[src/verilog/exec_params.svh]
`ifndef EXEC_PARAMS_SVH
`define EXEC_PARAMS_SVH

// Datapath word width
`define EXEC_WORD_W 32

// One divider step per quotient bit
`define EXEC_DIV_STEPS 32

// EFLAGS bit positions, x86 layout
`define EXEC_CF_BIT 0
`define EXEC_PF_BIT 2
`define EXEC_AF_BIT 4
`define EXEC_ZF_BIT 6
`define EXEC_SF_BIT 7
`define EXEC_DF_BIT 10
`define EXEC_OF_BIT 11

`endif

[src/verilog/exec_pkg.sv]
`include "exec_params.svh"

package exec_pkg;

  // Command codes as issued by decode
  typedef enum logic [6:0] {
    CMD_NOP  = 7'd0,
    CMD_ADD,
    CMD_ADC,
    CMD_INC,
    CMD_SUB,
    CMD_SBB,
    CMD_DEC,
    CMD_CMP,
    CMD_AND,
    CMD_OR,
    CMD_XOR,
    CMD_NOT,
    CMD_TEST,
    CMD_SHL,
    CMD_SHR,
    CMD_ROL,
    CMD_ROR,
    CMD_PUSH,
    CMD_POP,
    CMD_CALL,
    CMD_RET,
    CMD_LOOP,
    CMD_MOV,
    CMD_XCHG,
    CMD_CDQ,
    CMD_STC,
    CMD_CLC,
    CMD_STD,
    CMD_CLD,
    CMD_LAHF,
    CMD_SAHF,
    CMD_JMP,
    CMD_JZ,
    CMD_JNZ,
    CMD_JC,
    CMD_DIV
  } exec_cmd_e;

  // Named EFLAGS fields, MSB first
  typedef struct packed {
    logic [`EXEC_WORD_W-`EXEC_OF_BIT-2:0] upper;
    logic of;
    logic df;
    logic intf;
    logic tf;
    logic sf;
    logic zf;
    logic rsvd5;
    logic af;
    logic rsvd3;
    logic pf;
    logic rsvd1;
    logic cf;
  } eflags_fields_t;

  // Same word seen raw or by flag
  typedef union packed {
    logic [`EXEC_WORD_W-1:0] raw;
    eflags_fields_t          fields;
  } eflags_u;

  typedef enum logic [3:0] {
    ALU_ADD,
    ALU_SUB,
    ALU_AND,
    ALU_OR,
    ALU_XOR,
    ALU_NOT,
    ALU_SHL,
    ALU_SHR,
    ALU_ROL,
    ALU_ROR,
    ALU_PASS
  } alu_op_e;

endpackage

[src/verilog/exec_opnd_if.sv]
`timescale 1ns/10ps
`include "exec_params.svh"

// Latched command and read operands, shared by all data units
interface exec_opnd_if import exec_pkg::*; ();
  exec_cmd_e               cmd;
  eflags_u                 eflags;
  logic [`EXEC_WORD_W-1:0] eip;
  logic [3:0]              instr_len;
  logic                    ecx_is_zero;
  logic [`EXEC_WORD_W-1:0] opnd0;
  logic [`EXEC_WORD_W-1:0] opnd1;
  logic [`EXEC_WORD_W-1:0] opnd2;

  // Sequencer owns the latch
  modport seq (output cmd, eflags, eip, instr_len, ecx_is_zero, opnd0, opnd1, opnd2);

  modport unit (input cmd, eflags, eip, instr_len, ecx_is_zero, opnd0, opnd1, opnd2);
endinterface

[src/verilog/exec_seq.sv]
`timescale 1ns/10ps
`include "exec_params.svh"

module exec_seq import exec_pkg::*; (
  input  logic                    clk,
  input  logic                    rst_n,
  input  logic                    start,
  input  exec_cmd_e               cmd,
  input  logic [`EXEC_WORD_W-1:0] eflags,
  input  logic [`EXEC_WORD_W-1:0] eip,
  input  logic [3:0]              instr_len,
  input  logic                    ecx_is_zero,
  input  logic [`EXEC_WORD_W-1:0] opnd0_r,
  input  logic [`EXEC_WORD_W-1:0] opnd1_r,
  input  logic [`EXEC_WORD_W-1:0] opnd2_r,
  input  logic                    div_last,
  exec_opnd_if.seq                opnd,
  output logic                    div_load,
  output logic                    div_step,
  output logic                    capture,
  output logic                    busy
);

  typedef enum logic [1:0] {
    IDLE,
    DIV_LOAD,
    DIV_RUN,
    FINISH
  } state_e;

  state_e state;
  logic   accept;

  // Only an idle sequencer takes a new command
  assign accept = (state == IDLE) && start;

  always_ff @(posedge clk) begin
    if (!rst_n) begin
      state <= IDLE;
    end else begin
      case (state)
        IDLE: begin
          if (accept) begin
            state <= (cmd == CMD_DIV) ? DIV_LOAD : FINISH;
          end
        end
        DIV_LOAD: state <= DIV_RUN;
        // Counter says when the final step is taken
        DIV_RUN: begin
          if (div_last) begin
            state <= FINISH;
          end
        end
        default: state <= IDLE;
      endcase
    end
  end

  // Operand latch, held until the next accepted start
  always_ff @(posedge clk) begin
    if (accept) begin
      opnd.cmd         <= cmd;
      opnd.eflags.raw  <= eflags;
      opnd.eip         <= eip;
      opnd.instr_len   <= instr_len;
      opnd.ecx_is_zero <= ecx_is_zero;
      opnd.opnd0       <= opnd0_r;
      opnd.opnd1       <= opnd1_r;
      opnd.opnd2       <= opnd2_r;
    end
  end

  assign div_load = (state == DIV_LOAD);
  assign div_step = (state == DIV_RUN);
  // Results settle one cycle before done
  assign capture  = (state == FINISH);
  assign busy     = (state != IDLE);

endmodule

[src/verilog/div_step_counter.sv]
`timescale 1ns/10ps
`include "exec_params.svh"

module div_step_counter (
  input  logic clk,
  input  logic rst_n,
  input  logic load,
  input  logic step,
  output logic last
);

  localparam int CNT_W = $clog2(`EXEC_DIV_STEPS + 1);

  logic [CNT_W-1:0] count;

  always_ff @(posedge clk) begin
    if (!rst_n) begin
      count <= '0;
    end else if (load) begin
      count <= CNT_W'(`EXEC_DIV_STEPS);
    end else if (step && (count != '0)) begin
      count <= count - 1'b1;
    end
  end

  // High while the final step is pending
  assign last = (count == CNT_W'(1));

endmodule

[src/verilog/alu.sv]
`timescale 1ns/10ps
`include "exec_params.svh"

module alu import exec_pkg::*; (
  input  alu_op_e                 op,
  exec_opnd_if.unit               opnd,
  input  logic                    use_carry,
  input  logic                    adjust,
  output logic [`EXEC_WORD_W-1:0] result,
  output eflags_u                 flags
);

  localparam int W = `EXEC_WORD_W;

  logic [W-1:0] a;
  logic [W-1:0] b;
  logic         cin;
  logic [W:0]   sum;
  logic [W:0]   diff;
  logic [4:0]   cnt;
  logic [W:0]   shl_ext;
  logic [W:0]   shr_ext;
  logic [W-1:0] rol_res;
  logic [W-1:0] ror_res;
  logic         upd_zsp;
  logic         logic_op;

  // Adjusts work on the stack or ECX value and its step size
  assign a = adjust ? opnd.opnd1 : opnd.opnd0;
  assign b = adjust ? opnd.opnd2 : opnd.opnd1;

  // Carry in for ADC, borrow in for SBB
  assign cin  = use_carry & opnd.eflags.fields.cf;
  assign sum  = {1'b0, a} + {1'b0, b} + {{W{1'b0}}, cin};
  assign diff = {1'b0, a} - {1'b0, b} - {{W{1'b0}}, cin};

  // Shift count is the low five bits of the source
  assign cnt = opnd.opnd1[4:0];
  // Extra bit catches the last bit shifted out
  assign shl_ext = {1'b0, a} << cnt;
  assign shr_ext = {a, 1'b0} >> cnt;
  assign rol_res = (a << cnt) | (a >> (W - int'(cnt)));
  assign ror_res = (a >> cnt) | (a << (W - int'(cnt)));

  always_comb begin
    result   = a;
    flags    = opnd.eflags;
    upd_zsp  = 1'b0;
    logic_op = 1'b0;
    case (op)
      ALU_ADD: begin
        result          = sum[W-1:0];
        flags.fields.cf = sum[W];
        flags.fields.of = (a[W-1] == b[W-1]) && (sum[W-1] != a[W-1]);
        upd_zsp         = 1'b1;
      end
      ALU_SUB: begin
        // CF is the borrow out
        result          = diff[W-1:0];
        flags.fields.cf = diff[W];
        flags.fields.of = (a[W-1] != b[W-1]) && (diff[W-1] != a[W-1]);
        upd_zsp         = 1'b1;
      end
      ALU_AND: begin
        result   = a & b;
        logic_op = 1'b1;
      end
      ALU_OR: begin
        result   = a | b;
        logic_op = 1'b1;
      end
      ALU_XOR: begin
        result   = a ^ b;
        logic_op = 1'b1;
      end
      // NOT touches no flags
      ALU_NOT: result = ~a;
      ALU_SHL: begin
        result = shl_ext[W-1:0];
        if (cnt != 5'd0) begin
          flags.fields.cf = shl_ext[W];
          upd_zsp         = 1'b1;
        end
      end
      ALU_SHR: begin
        result = shr_ext[W:1];
        if (cnt != 5'd0) begin
          flags.fields.cf = shr_ext[0];
          upd_zsp         = 1'b1;
        end
      end
      // Rotates only move CF
      ALU_ROL: begin
        result = rol_res;
        if (cnt != 5'd0) begin
          flags.fields.cf = rol_res[0];
        end
      end
      ALU_ROR: begin
        result = ror_res;
        if (cnt != 5'd0) begin
          flags.fields.cf = ror_res[W-1];
        end
      end
      default: result = a;
    endcase

    if (logic_op) begin
      flags.fields.cf = 1'b0;
      flags.fields.of = 1'b0;
      upd_zsp         = 1'b1;
    end
    if (upd_zsp) begin
      flags.fields.zf = (result == '0);
      flags.fields.sf = result[W-1];
      // Even parity over the low byte
      flags.fields.pf = ~^result[7:0];
    end
    // Stack and ECX adjusts keep the incoming flags
    if (adjust) begin
      flags = opnd.eflags;
    end
  end

endmodule

[src/verilog/div_unit.sv]
`timescale 1ns/10ps
`include "exec_params.svh"

module div_unit (
  input  logic                    clk,
  input  logic                    rst_n,
  input  logic                    load,
  input  logic                    step,
  exec_opnd_if.unit               opnd,
  output logic [`EXEC_WORD_W-1:0] quotient,
  output logic [`EXEC_WORD_W-1:0] remainder
);

  localparam int W = `EXEC_WORD_W;

  logic [W:0] partial;
  logic [W:0] trial;
  logic       fits;

  // Next partial remainder takes the top dividend bit
  assign partial = {remainder, quotient[W-1]};
  assign trial   = partial - {1'b0, opnd.opnd1};
  // Zero divisor always fits, which gives all ones
  assign fits    = (partial >= {1'b0, opnd.opnd1});

  // Quotient register starts as the dividend and shifts out at the top
  always_ff @(posedge clk) begin
    if (!rst_n) begin
      quotient  <= '0;
      remainder <= '0;
    end else if (load) begin
      quotient  <= opnd.opnd0;
      remainder <= '0;
    end else if (step) begin
      if (fits) begin
        remainder <= trial[W-1:0];
        quotient  <= {quotient[W-2:0], 1'b1};
      end else begin
        // Restore, keep the shifted remainder
        remainder <= partial[W-1:0];
        quotient  <= {quotient[W-2:0], 1'b0};
      end
    end
  end

endmodule

[src/verilog/move_flag_unit.sv]
`timescale 1ns/10ps
`include "exec_params.svh"

module move_flag_unit import exec_pkg::*; (
  exec_opnd_if.unit               opnd,
  output logic [`EXEC_WORD_W-1:0] opnd0_w,
  output logic [`EXEC_WORD_W-1:0] opnd1_w,
  output eflags_u                 flags
);

  logic [7:0] ah;

  // AH image of the low flag byte, bit 1 reads as one
  always_comb begin
    ah                = 8'b0000_0010;
    ah[`EXEC_SF_BIT] = opnd.eflags.fields.sf;
    ah[`EXEC_ZF_BIT] = opnd.eflags.fields.zf;
    ah[`EXEC_AF_BIT] = opnd.eflags.fields.af;
    ah[`EXEC_PF_BIT] = opnd.eflags.fields.pf;
    ah[`EXEC_CF_BIT] = opnd.eflags.fields.cf;
  end

  always_comb begin
    opnd0_w = opnd.opnd0;
    opnd1_w = opnd.opnd1;
    flags   = opnd.eflags;
    case (opnd.cmd)
      CMD_MOV: opnd0_w = opnd.opnd1;
      CMD_XCHG: begin
        opnd0_w = opnd.opnd1;
        opnd1_w = opnd.opnd0;
      end
      // Sign of EAX spread over EDX
      CMD_CDQ: opnd1_w = {`EXEC_WORD_W{opnd.opnd0[`EXEC_WORD_W-1]}};
      CMD_STC: flags.fields.cf = 1'b1;
      CMD_CLC: flags.fields.cf = 1'b0;
      CMD_STD: flags.fields.df = 1'b1;
      CMD_CLD: flags.fields.df = 1'b0;
      CMD_LAHF: opnd0_w[15:8] = ah;
      CMD_SAHF: begin
        flags.fields.sf = opnd.opnd0[8+`EXEC_SF_BIT];
        flags.fields.zf = opnd.opnd0[8+`EXEC_ZF_BIT];
        flags.fields.af = opnd.opnd0[8+`EXEC_AF_BIT];
        flags.fields.pf = opnd.opnd0[8+`EXEC_PF_BIT];
        flags.fields.cf = opnd.opnd0[8+`EXEC_CF_BIT];
      end
      default: opnd0_w = opnd.opnd0;
    endcase
  end

endmodule

[src/verilog/cfu.sv]
`timescale 1ns/10ps
`include "exec_params.svh"

module cfu import exec_pkg::*; (
  exec_opnd_if.unit               opnd,
  input  logic [`EXEC_WORD_W-1:0] alu_result,
  output logic [`EXEC_WORD_W-1:0] next_eip
);

  logic [`EXEC_WORD_W-1:0] seq_eip;
  logic                    ecx_zero;

  // Fall-through address
  assign seq_eip = opnd.eip + {{(`EXEC_WORD_W-4){1'b0}}, opnd.instr_len};

  // LOOP decrements ECX first, so test the ALU result
  assign ecx_zero = (opnd.cmd == CMD_LOOP) ? (alu_result == '0) : opnd.ecx_is_zero;

  always_comb begin
    next_eip = seq_eip;
    case (opnd.cmd)
      // RET target is the popped value in opnd0
      CMD_JMP, CMD_CALL, CMD_RET: next_eip = opnd.opnd0;
      CMD_JZ: begin
        if (opnd.eflags.fields.zf) begin
          next_eip = opnd.opnd0;
        end
      end
      CMD_JNZ: begin
        if (!opnd.eflags.fields.zf) begin
          next_eip = opnd.opnd0;
        end
      end
      CMD_JC: begin
        if (opnd.eflags.fields.cf) begin
          next_eip = opnd.opnd0;
        end
      end
      CMD_LOOP: begin
        if (!ecx_zero) begin
          next_eip = opnd.opnd0;
        end
      end
      default: next_eip = seq_eip;
    endcase
  end

endmodule

[src/verilog/execute.sv]
`timescale 1ns/10ps
`include "exec_params.svh"

module execute import exec_pkg::*; (
  input  logic                    clk,
  input  logic                    rst_n,
  input  logic                    start,
  input  logic [6:0]              opc,
  input  logic [`EXEC_WORD_W-1:0] eflags,
  input  logic [`EXEC_WORD_W-1:0] eip,
  input  logic [3:0]              instr_len,
  input  logic                    ecx_is_zero,
  input  logic [`EXEC_WORD_W-1:0] opnd0_r,
  input  logic [`EXEC_WORD_W-1:0] opnd1_r,
  input  logic [`EXEC_WORD_W-1:0] opnd2_r,
  output logic [`EXEC_WORD_W-1:0] o_eflags,
  output logic [`EXEC_WORD_W-1:0] next_eip,
  output logic [`EXEC_WORD_W-1:0] opnd0_w,
  output logic [`EXEC_WORD_W-1:0] opnd1_w,
  output logic                    done,
  output logic                    busy
);

  localparam int W = `EXEC_WORD_W;

  logic         div_load;
  logic         div_step;
  logic         div_last;
  logic         capture;
  alu_op_e      alu_op;
  logic         alu_use_carry;
  logic         alu_adjust;
  logic         is_alu;
  logic         is_mfu;
  logic         is_div;
  logic         keep_opnd0;
  logic [W-1:0] alu_result;
  eflags_u      alu_flags;
  logic [W-1:0] quotient;
  logic [W-1:0] remainder;
  logic [W-1:0] mfu_opnd0_w;
  logic [W-1:0] mfu_opnd1_w;
  eflags_u      mfu_flags;
  logic [W-1:0] cfu_eip;
  logic [W-1:0] sel_opnd0;
  logic [W-1:0] sel_opnd1;
  eflags_u      sel_flags;

  exec_opnd_if opnd_if ();

  exec_seq seq_i (
    .clk(clk), .rst_n(rst_n), .start(start), .cmd(exec_cmd_e'(opc)),
    .eflags(eflags), .eip(eip), .instr_len(instr_len), .ecx_is_zero(ecx_is_zero),
    .opnd0_r(opnd0_r), .opnd1_r(opnd1_r), .opnd2_r(opnd2_r), .div_last(div_last),
    .opnd(opnd_if.seq), .div_load(div_load), .div_step(div_step),
    .capture(capture), .busy(busy)
  );

  div_step_counter div_cnt_i (
    .clk(clk), .rst_n(rst_n), .load(div_load), .step(div_step), .last(div_last)
  );

  // Decode of the latched command into ALU control and result class
  always_comb begin
    alu_op = ALU_PASS;
    case (opnd_if.cmd)
      CMD_ADD, CMD_ADC, CMD_INC, CMD_POP, CMD_RET: alu_op = ALU_ADD;
      CMD_SUB, CMD_SBB, CMD_DEC, CMD_CMP,
      CMD_PUSH, CMD_CALL, CMD_LOOP:                alu_op = ALU_SUB;
      CMD_AND, CMD_TEST:                           alu_op = ALU_AND;
      CMD_OR:                                      alu_op = ALU_OR;
      CMD_XOR:                                     alu_op = ALU_XOR;
      CMD_NOT:                                     alu_op = ALU_NOT;
      CMD_SHL:                                     alu_op = ALU_SHL;
      CMD_SHR:                                     alu_op = ALU_SHR;
      CMD_ROL:                                     alu_op = ALU_ROL;
      CMD_ROR:                                     alu_op = ALU_ROR;
      default:                                     alu_op = ALU_PASS;
    endcase
  end

  assign alu_use_carry = (opnd_if.cmd == CMD_ADC) || (opnd_if.cmd == CMD_SBB);
  // Stack pointer and ECX adjusts
  assign alu_adjust    = opnd_if.cmd inside {CMD_PUSH, CMD_POP, CMD_CALL, CMD_RET, CMD_LOOP};
  assign is_alu        = opnd_if.cmd inside {[CMD_ADD:CMD_ROR]};
  assign is_mfu        = opnd_if.cmd inside {[CMD_MOV:CMD_SAHF]};
  assign is_div        = (opnd_if.cmd == CMD_DIV);
  // Compare and test only produce flags
  assign keep_opnd0    = (opnd_if.cmd == CMD_CMP) || (opnd_if.cmd == CMD_TEST);

  alu alu_i (
    .op(alu_op), .opnd(opnd_if.unit), .use_carry(alu_use_carry), .adjust(alu_adjust),
    .result(alu_result), .flags(alu_flags)
  );

  div_unit div_i (
    .clk(clk), .rst_n(rst_n), .load(div_load), .step(div_step), .opnd(opnd_if.unit),
    .quotient(quotient), .remainder(remainder)
  );

  move_flag_unit mfu_i (
    .opnd(opnd_if.unit), .opnd0_w(mfu_opnd0_w), .opnd1_w(mfu_opnd1_w), .flags(mfu_flags)
  );

  cfu cfu_i (
    .opnd(opnd_if.unit), .alu_result(alu_result), .next_eip(cfu_eip)
  );

  // POP already carries the popped value in opnd0, so it falls through
  assign sel_opnd0 = (is_alu && !keep_opnd0) ? alu_result  :
                     is_mfu                  ? mfu_opnd0_w :
                     is_div                  ? quotient    :
                                               opnd_if.opnd0;

  // New ESP or ECX goes back through opnd1
  assign sel_opnd1 = alu_adjust ? alu_result  :
                     is_mfu     ? mfu_opnd1_w :
                     is_div     ? remainder   :
                                  opnd_if.opnd1;

  assign sel_flags = is_alu ? alu_flags :
                     is_mfu ? mfu_flags :
                              opnd_if.eflags;

  always_ff @(posedge clk) begin
    if (!rst_n) begin
      o_eflags <= '0;
      next_eip <= '0;
      opnd0_w  <= '0;
      opnd1_w  <= '0;
      done     <= 1'b0;
    end else begin
      done <= capture;
      // Outputs hold between commands
      if (capture) begin
        o_eflags <= sel_flags.raw;
        next_eip <= cfu_eip;
        opnd0_w  <= sel_opnd0;
        opnd1_w  <= sel_opnd1;
      end
    end
  end

endmodule

[config.mk]
export PLATFORM = sky130hd
export DESIGN_NAME = execute
export DESIGN_NICKNAME = d
export VERILOG_FILES = /design/src/verilog/exec_pkg.sv /design/src/verilog/exec_opnd_if.sv /design/src/verilog/exec_seq.sv /design/src/verilog/div_step_counter.sv /design/src/verilog/alu.sv /design/src/verilog/div_unit.sv /design/src/verilog/move_flag_unit.sv /design/src/verilog/cfu.sv /design/src/verilog/execute.sv
export VERILOG_INCLUDE_DIRS = /design/src /design/src/verilog
export SDC_FILE = /design/constraint.sdc
export NUM_CORES = 2
export LEC_CHECK = 0
export BUFFER_PORTS_ARGS = -buffer_cell sky130_fd_sc_hd__buf_2
export CAP_MARGIN = 20
export CORE_MARGIN = 4
export CORE_UTILIZATION = 45
export DETAILED_ROUTE_END_ITERATION = 6
export PLACE_DENSITY = 0.59
export SLEW_MARGIN = 20
export SYNTH_ARGS = -nofsm -noshare
export SYNTH_HDL_FRONTEND = slang
export SYNTH_SLANG_ARGS = --single-unit
[constraint.sdc]
create_clock -name clk -period 9 [get_ports clk]
set_input_delay 0.9 -clock clk [delete_from_list [all_inputs] [get_ports clk]]
set_output_delay 0.9 -clock clk [all_outputs]
set_load 0.02 [all_outputs]
# Word level (Yosys, flattened, before mapping)
# Memories as Yosys holds them, arrays and structs flattened. A register that Yosys moved wholly into a read port is not among the register bits.
# Cells that the tools add are included.
op_classes:
  n_eq_ne: 43
  order_cmp: 5
  shift: 6
  reduce_logical: 28
  n_bitwise: 8
  mux: 53
  add_sub_neg: 8
ops:
  columns: ["op", "count"]
  rows:
  - ["32-bit two-way mux", 15]
  - ["32-bit case mux with 10 select lines", 1]
  - ["32-bit case mux with 5 select lines", 1]
  - ["7-bit by 5-bit equality test with 1-bit output, second input constant", 15]
  - ["32-bit OR", 3]
  - ["32-bit case mux with 2 select lines", 1]
  - ["7-bit by 6-bit equality test with 1-bit output, second input constant", 5]
  - ["32-bit by 32-bit adder with 33-bit output", 1]
  - ["33-bit by 1-bit adder with 33-bit output", 1]
  - ["33-bit by 32-bit >= comparator with 1-bit output", 1]
  - ["32-bit by 5-bit left shift with 33-bit output", 1]
  - ["33-bit by 5-bit right shift with 33-bit output", 1]
  - ["32-bit by 32-bit subtractor with 33-bit output", 1]
  - ["33-bit by 1-bit subtractor with 33-bit output", 1]
  - ["32-bit by 4-bit adder with 32-bit output", 1]
  - ["32-bit AND", 1]
  - ["32-bit zero test", 1]
  - ["32-bit NOT", 1]
  - ["32-bit by 32-bit left shift with 32-bit output", 1]
  - ["32-bit by 5-bit left shift with 32-bit output", 1]
  - ["32-bit by 32-bit right shift with 32-bit output", 1]
  - ["32-bit by 5-bit right shift with 32-bit output", 1]
  - ["32-bit subtractor", 1]
  - ["32-bit bitwise XOR", 1]
  - ["other kinds (47)", 93]
word_totals:
  word_cells: 170
  ff_bits: 373
  in_bits: 175
  mem_count: 1
  rom_bits: 128
memory_table:
  columns: ["name", "words", "width", "read_ports", "rd_ports_with_merged_regs", "write_ports", "line_no", "text"]
  rows:
  - ["(no name shown)", 32, 4, 1, 1, 0, "execute.sv:66", "case (opnd_if.cmd)"]

# Depth between registers and ports, before layout
logic_depth:
  depth_word: 11
  mapped_depth: 33
  ltp_nobuf: 26

# Hierarchy
# Synthesis repeated with hierarchy kept, for this count alone.
unflattened:
  hier_cells: 4195
  area_unflattened_um2: 36453.7
modules_own_cells:
  columns: ["mod", "area_each_um2", "instances", "cells_each"]
  rows:
  - ["alu", 15523.6, 1, 2116]
  - ["execute", 7827.5, 1, 899]
  - ["exec_seq", 5372.7, 1, 196]
  - ["div_unit", 4818.4, 1, 642]
  - ["cfu", 1397.6, 1, 168]
  - ["move_flag_unit", 1156.1, 1, 134]
  - ["div_step_counter", 357.8, 1, 40]

# Worst setup path after synthesis
# Ideal clock, no wire load.
synth_timing:
  path_kind: "register to register"
  startpoint: "register seq_i.opnd.opnd1[0]"
  endpoint: "register next_eip[7]"
  path_stages_with_launch: 33
  setup_time_ps: 117
  period_less_slack_ps: 7907
  arrival_time_ps: 7789
  setup_slack_ps: 1093
  cell_sequence: "edfxtp_1 -> clkbuf_1 -> inv_2 -> buf_2 -> buf_1 -> clkbuf_1 -> clkbuf_1 -> buf_1 -> ha_1 -> xnor2_1 -> clkbuf_1 -> clkbuf_1 -> clkbuf_1 -> buf_1 -> mux4_2 -> mux4_2 -> nor2_1 -> a211oi_1 -> o21ai_0 -> o2111ai_1 -> a21oi_1 -> a21oi_1 -> inv_1 -> ha_1 -> and4_1 -> o2111ai_1 -> or4_1 -> nor4_2 -> nor4bb_1 -> buf_4 -> buf_12 -> o21bai_1 -> a32o_1"
synth_between:
  elab_chain_len: 8
  elab_cells_between_ends: 24
synth_lines:
  columns: ["item", "line_no", "text"]
  rows:
  - ["start, declared", "exec_opnd_if.sv:16", "modport seq (output cmd, eflags, eip, instr_len, ecx_is_zero, opnd0, opnd1, opnd2);"]
  - ["start signal, assigned", "exec_seq.sv:68", "opnd.opnd1 <= opnd1_r;"]
  - ["32-bit two-way mux (tied with other cells)", "alu.sv:29", "assign a = adjust ? opnd.opnd1 : opnd.opnd0;"]
  - ["32-bit by 32-bit subtractor with 33-bit output (tied with other cells)", "alu.sv:35", "assign diff = {1'b0, a} - {1'b0, b} - {{W{1'b0}}, cin};"]
  - ["33-bit by 1-bit subtractor with 33-bit output (tied with other cells)", "alu.sv:35", null]
  - ["32-bit case mux with 10 select lines (*)", "alu.sv:50", "case (op)"]
  - ["32-bit zero test (*)", "cfu.sv:17", "assign ecx_zero = (opnd.cmd == CMD_LOOP) ? (alu_result == '0) : opnd.ecx_is_zero;"]
  - ["1-bit two-way mux (*)", "cfu.sv:17", null]
  - ["32-bit two-way mux (*)", "cfu.sv:40", "if (!ecx_zero) begin"]
  - ["32-bit case mux with 5 select lines (*)", "cfu.sv:21", "case (opnd.cmd)"]
  - ["end signal, assigned", "execute.sv:137", "next_eip <= cfu_eip;"]
  - ["end, declared", "execute.sv:17", "output logic [`EXEC_WORD_W-1:0] next_eip,"]
# Every way passes the cells marked *; elsewhere a longest branch is shown, timed or not.
# A chain may end at the register's enable or synchronous reset.

# Worst setup path in the final report
layout_timing:
  startpoint: "register seq_i.opnd.cmd[1]"
  endpoint: "register next_eip[29]"
layout_between:
  elab_chain_len: 10
  elab_cells_between_ends: 38
layout_lines:
  columns: ["item", "line_no", "text"]
  rows:
  - ["start, declared", "exec_opnd_if.sv:16", null]
  - ["7-bit by 5-bit equality test with 1-bit output (on tied branches)", "execute.sv:84, cfu.sv:17, cfu.sv:21", null]
  - ["5-bit nonzero test", "execute.sv:84", "assign alu_adjust = opnd_if.cmd inside {CMD_PUSH, CMD_POP, CMD_CALL, CMD_RET, CMD_LOOP};"]
  - ["32-bit two-way mux (on tied branches)", "alu.sv:29, alu.sv:30", null]
  - ["32-bit by 32-bit subtractor with 33-bit output (tied with other cells)", "alu.sv:35", null]
  - ["33-bit by 1-bit subtractor with 33-bit output (tied with other cells)", "alu.sv:35", null]
  - ["32-bit case mux with 10 select lines", "alu.sv:50", null]
  - ["32-bit zero test", "cfu.sv:17", null]
  - ["1-bit two-way mux", "cfu.sv:17", null]
  - ["32-bit two-way mux", "cfu.sv:40", null]
  - ["32-bit case mux with 5 select lines (*)", "cfu.sv:21", null]
# Marks and branches as above.

==> qor.txt <==
Fin. max-slew vios - 0
Fillcell total - 7,276
Setup TNS - 0 ns
Post-CTS sizing - 0
Post-CTS Setup Inserts - 0
Synthesized area - 0.03387 mm²
Slew margin rel. - 10.30%
Post-DR wirelength/cell - 34.99 µm
I/O pin total - 305
Share of layout cells above drive strength 1 - 18.90%
Ys async rst share - 0%
Combinational family with the most area after synthesis - compound AO/OA/AOI/OAI gates
Status - finished, final reports clean
Count of endpoints failing setup in the final report - 0
Post-Synth Simple-Gate Area - 16.12%
Hold path depth - 1
Period Utilization, post-route - 93.97%
WP data arrival - 8.92 ns
GRT Util Overall - 43.70%
Remaining Overflow, GRT - 0
Port Buf Inserts - 303
Synth Area in Compound Gates - 25.95%
Slew at the pin closest to its max-slew limit - 1.346 ns
Syn nets - 4,297
GR Layer Usage met2 - 64.38%
M1 GR Usage - 52.44%
Critical Path RT - 9.47 ns
Die height - 282.3 µm
Gpl congestion - 1.069
Post-synthesis instance total - 3,939
Total of warnings raised by yosys - 0
Synth cell types - 99
Xor/xnor share of the synthesized area - 2.405%
CTS Buffer Depth - 3
CTS buffer count - 44
Vias in the first global route - 33,530
Largest net degree at the start of global routing - 150
CP max FO - 27
Fraction of synthesized area in multiplexers - 15.12%
Crit Reg-Reg Endpoint - next_eip[29]$_SDFFE_PN0P_
Adder-Cell Fraction of Synth Area - 6.894%
Router iterations before antenna repair - 7
First-pass GRT wire length - 250,100 µm
H-tree levels - 2
Die Area - 0.07971 mm²
Pwr Density - 313.4 mW/mm²
Die X - 282.3 µm
Synth Register Bits - 376
DRC viols - 0
Skew final - 0.05252 ns
Multi-input gate area - 0.02268 mm²
Root Driver - clkbuf_16
CP Class - flop to flop
CTS sink cnt - 376
CORE AREA - 0.07457 mm²
Clk Latency, worst-skew pair - 0.62 ns
Critical path endpoint category - flop
Grt met3 use - 13.49%
Hold Crit Class - input pin to flop
Rows - 100
Mean post-synth cell area - 8.598 µm²
CTS Hold Buffers Added - 0
Layout area overhead - 12.83%
Register area share after synthesis - 27.28%
Most frequent cells in the layout - nand2_1 (425), nor2_1 (316), buf_2 (302)
F_max - 0.1182 GHz
Max IR drop VDD - 213.2 µV
Crit path time final - 8.458 ns
R2r setup slk - 0.54 ns
Commonest non-fill, non-tap cell in the layout - nand2_1
Path depth of the worst reg2reg path - 20
Hold Fails Final Rpt - 0
Max-cap viol count - 0
CTS tree - done
GRT busiest layer - met2
FF-to-FF Start - seq_i.opnd.cmd[1]$_DFFE_PP_
Hold path endpoint - seq_i.opnd.opnd2[19]$_DFFE_PP_
RSZ-0062 raised after global routing - no
Detailed Route Iter0 Violations - 5,299
Nets - 4,485
Starting Density - 45.41%
Startpoint Class - flop
Vias - 36,270
Via/cell ratio - 7.052
Leakage Power - 15.87 nW
Total wire length - 180,000 µm
Clk slew on worst S/H paths - 0.06 ns
Register area - 0.009239 mm²
Post-detail-place hpwl - 133,800 µm
Min-delay src - opnd2_r[19]
Final ANT Viol Nets - 0
Top_reg_cell synth - dfxtp_1
Min Hold Slack - 0.4493 ns
Initial antenna violation count - 15
EDFF count, synth - 171
## area by class of cell
type,instances,share of cell area [%]
Inverter,193,1.925
Multi-Input combinational cell,3043,59.35
Clock inverter,23,0.6189
Sequential cell,376,24.18
Tap cell,969,3.173
Timing Repair Buffer,469,7.377
Clock buffer,59,3.307
Antenna cell,11,0.07204
## state kept, by name, summed over array words and instances (netlist names), named ones only
register and count:
div_cnt_i.count 6, div_i.quotient 32, div_i.remainder 32, done 1, next_eip 32, o_eflags 32
opnd0_w 32, opnd1_w 32, seq_i.opnd.cmd 7, seq_i.opnd.eflags 32, seq_i.opnd.eip 32, seq_i.opnd.instr_len 4
seq_i.opnd.opnd0 32, seq_i.opnd.opnd1 32, seq_i.opnd.opnd2 32, seq_i.state 2
## synthesized netlist by cell type (all sizes together) (88+ instances only)
master    n  area share [%]
o211a    98             2.9
buf      93             1.5
inv     190             2.1
edfxtp  171              15
nand2   425             4.7
mux4    127             8.5
o211ai  100             2.2
a21oi   262             3.9
o21ai   214             3.2
clkbuf  234             2.6
dfxtp   205              12
ha      177             6.5
mux2i   177             5.2
nor2    320             3.5
nor3     88             1.4
## through the flow
| stage | util (%) | std cells | power, mW | worst slack, ns | instance area, µm² |
|---|---|---|---|---|---|
| 2_1_floorplan | - | 3939 | 7.177 | 1.093 | 33870 |
| 3_3_place_gp | 49.15 | 5049 | 9.739 | 1.086 | 36650 |
| 3_5_place_dp | 49.15 | 5049 | 9.742 | 1.006 | 36650 |
| 4_1_cts | 51.16 | 5131 | 11.64 | 0.9475 | 38150 |
| 5_1_grt | 51.20 | 5132 | 12.41 | 0.3378 | 38180 |
| 6_report | 51.24 | 5143 | 11.98 | 0.5424 | 38210 |
## worst max-delay path by stage
stage	startpoint	end	slack (ns)	cells after the start
finish	seq_i.opnd.cmd[1]$_DFFE_PP_	next_eip[29]$_SDFFE_PN0P_	0.54	20
global route	seq_i.opnd.cmd[1]$_DFFE_PP_	next_eip[3]$_SDFFE_PN0P_	0.34	20
CTS	seq_i.opnd.cmd[4]$_DFFE_PP_	next_eip[7]$_SDFFE_PN0P_	0.95	22
detailed placement	seq_i.opnd.cmd[4]$_DFFE_PP_	next_eip[7]$_SDFFE_PN0P_	1.01	22
global placement	seq_i.opnd.cmd[4]$_DFFE_PP_	next_eip[31]$_SDFFE_PN0P_	1.09	21
floorplan	seq_i.opnd.opnd1[0]$_DFFE_PP_	next_eip[7]$_SDFFE_PN0P_	1.09	32
## cells by family after synthesis
| group | after synthesis |
|---|---|
| AOI/OAI and AO/OA | 1248 |
| and+or+nand+nor | 1174 |
| buffers and inverters | 520 |
| DFF | 376 |
| muxes | 345 |
| adders and majority gates | 183 |
| xor gates and xnor gates | 93 |
## power by group
part	internal [mW]	switching, mW	leakage (nW)	total, mW
Clock	1.08	0.781	0.741	1.87
Sequential	2.26	0.451	3.29	2.71
Combinational	2.51	4.89	11.8	7.40
Total	5.86	6.12	15.9	12.0
## routing by layer
| metal | vias up | part of all wire, % |
|---|---|---|
| met5 | - | 0.051 |
| met4 | 12 | 10 |
| met3 | 836 | 11 |
| met2 | 2655 | 42 |
| met1 | 17440 | 37 |
| li1 | 15330 | - |
## worst max-delay path: stages (launching register included)
cell and delay (ns):
edfxtp_1 0.75, or3_1 0.42, nand4_1 0.58, nand2_1 0.42, inv_1 0.39, fa_1 0.56
nor2b_1 0.17, o21ai_0 0.54, a2111oi_0 0.31, o31a_1 0.39, nor4_1 0.71, nor3_1 0.20
a22oi_1 0.49, a32o_1 0.55, or4b_1 0.49, nor4_2 0.31, nor4bb_4 0.32, buf_12 0.25
buf_12 0.18, mux2i_1 0.21, o21ai_1 0.07
(Power assumes the default switching activity.)
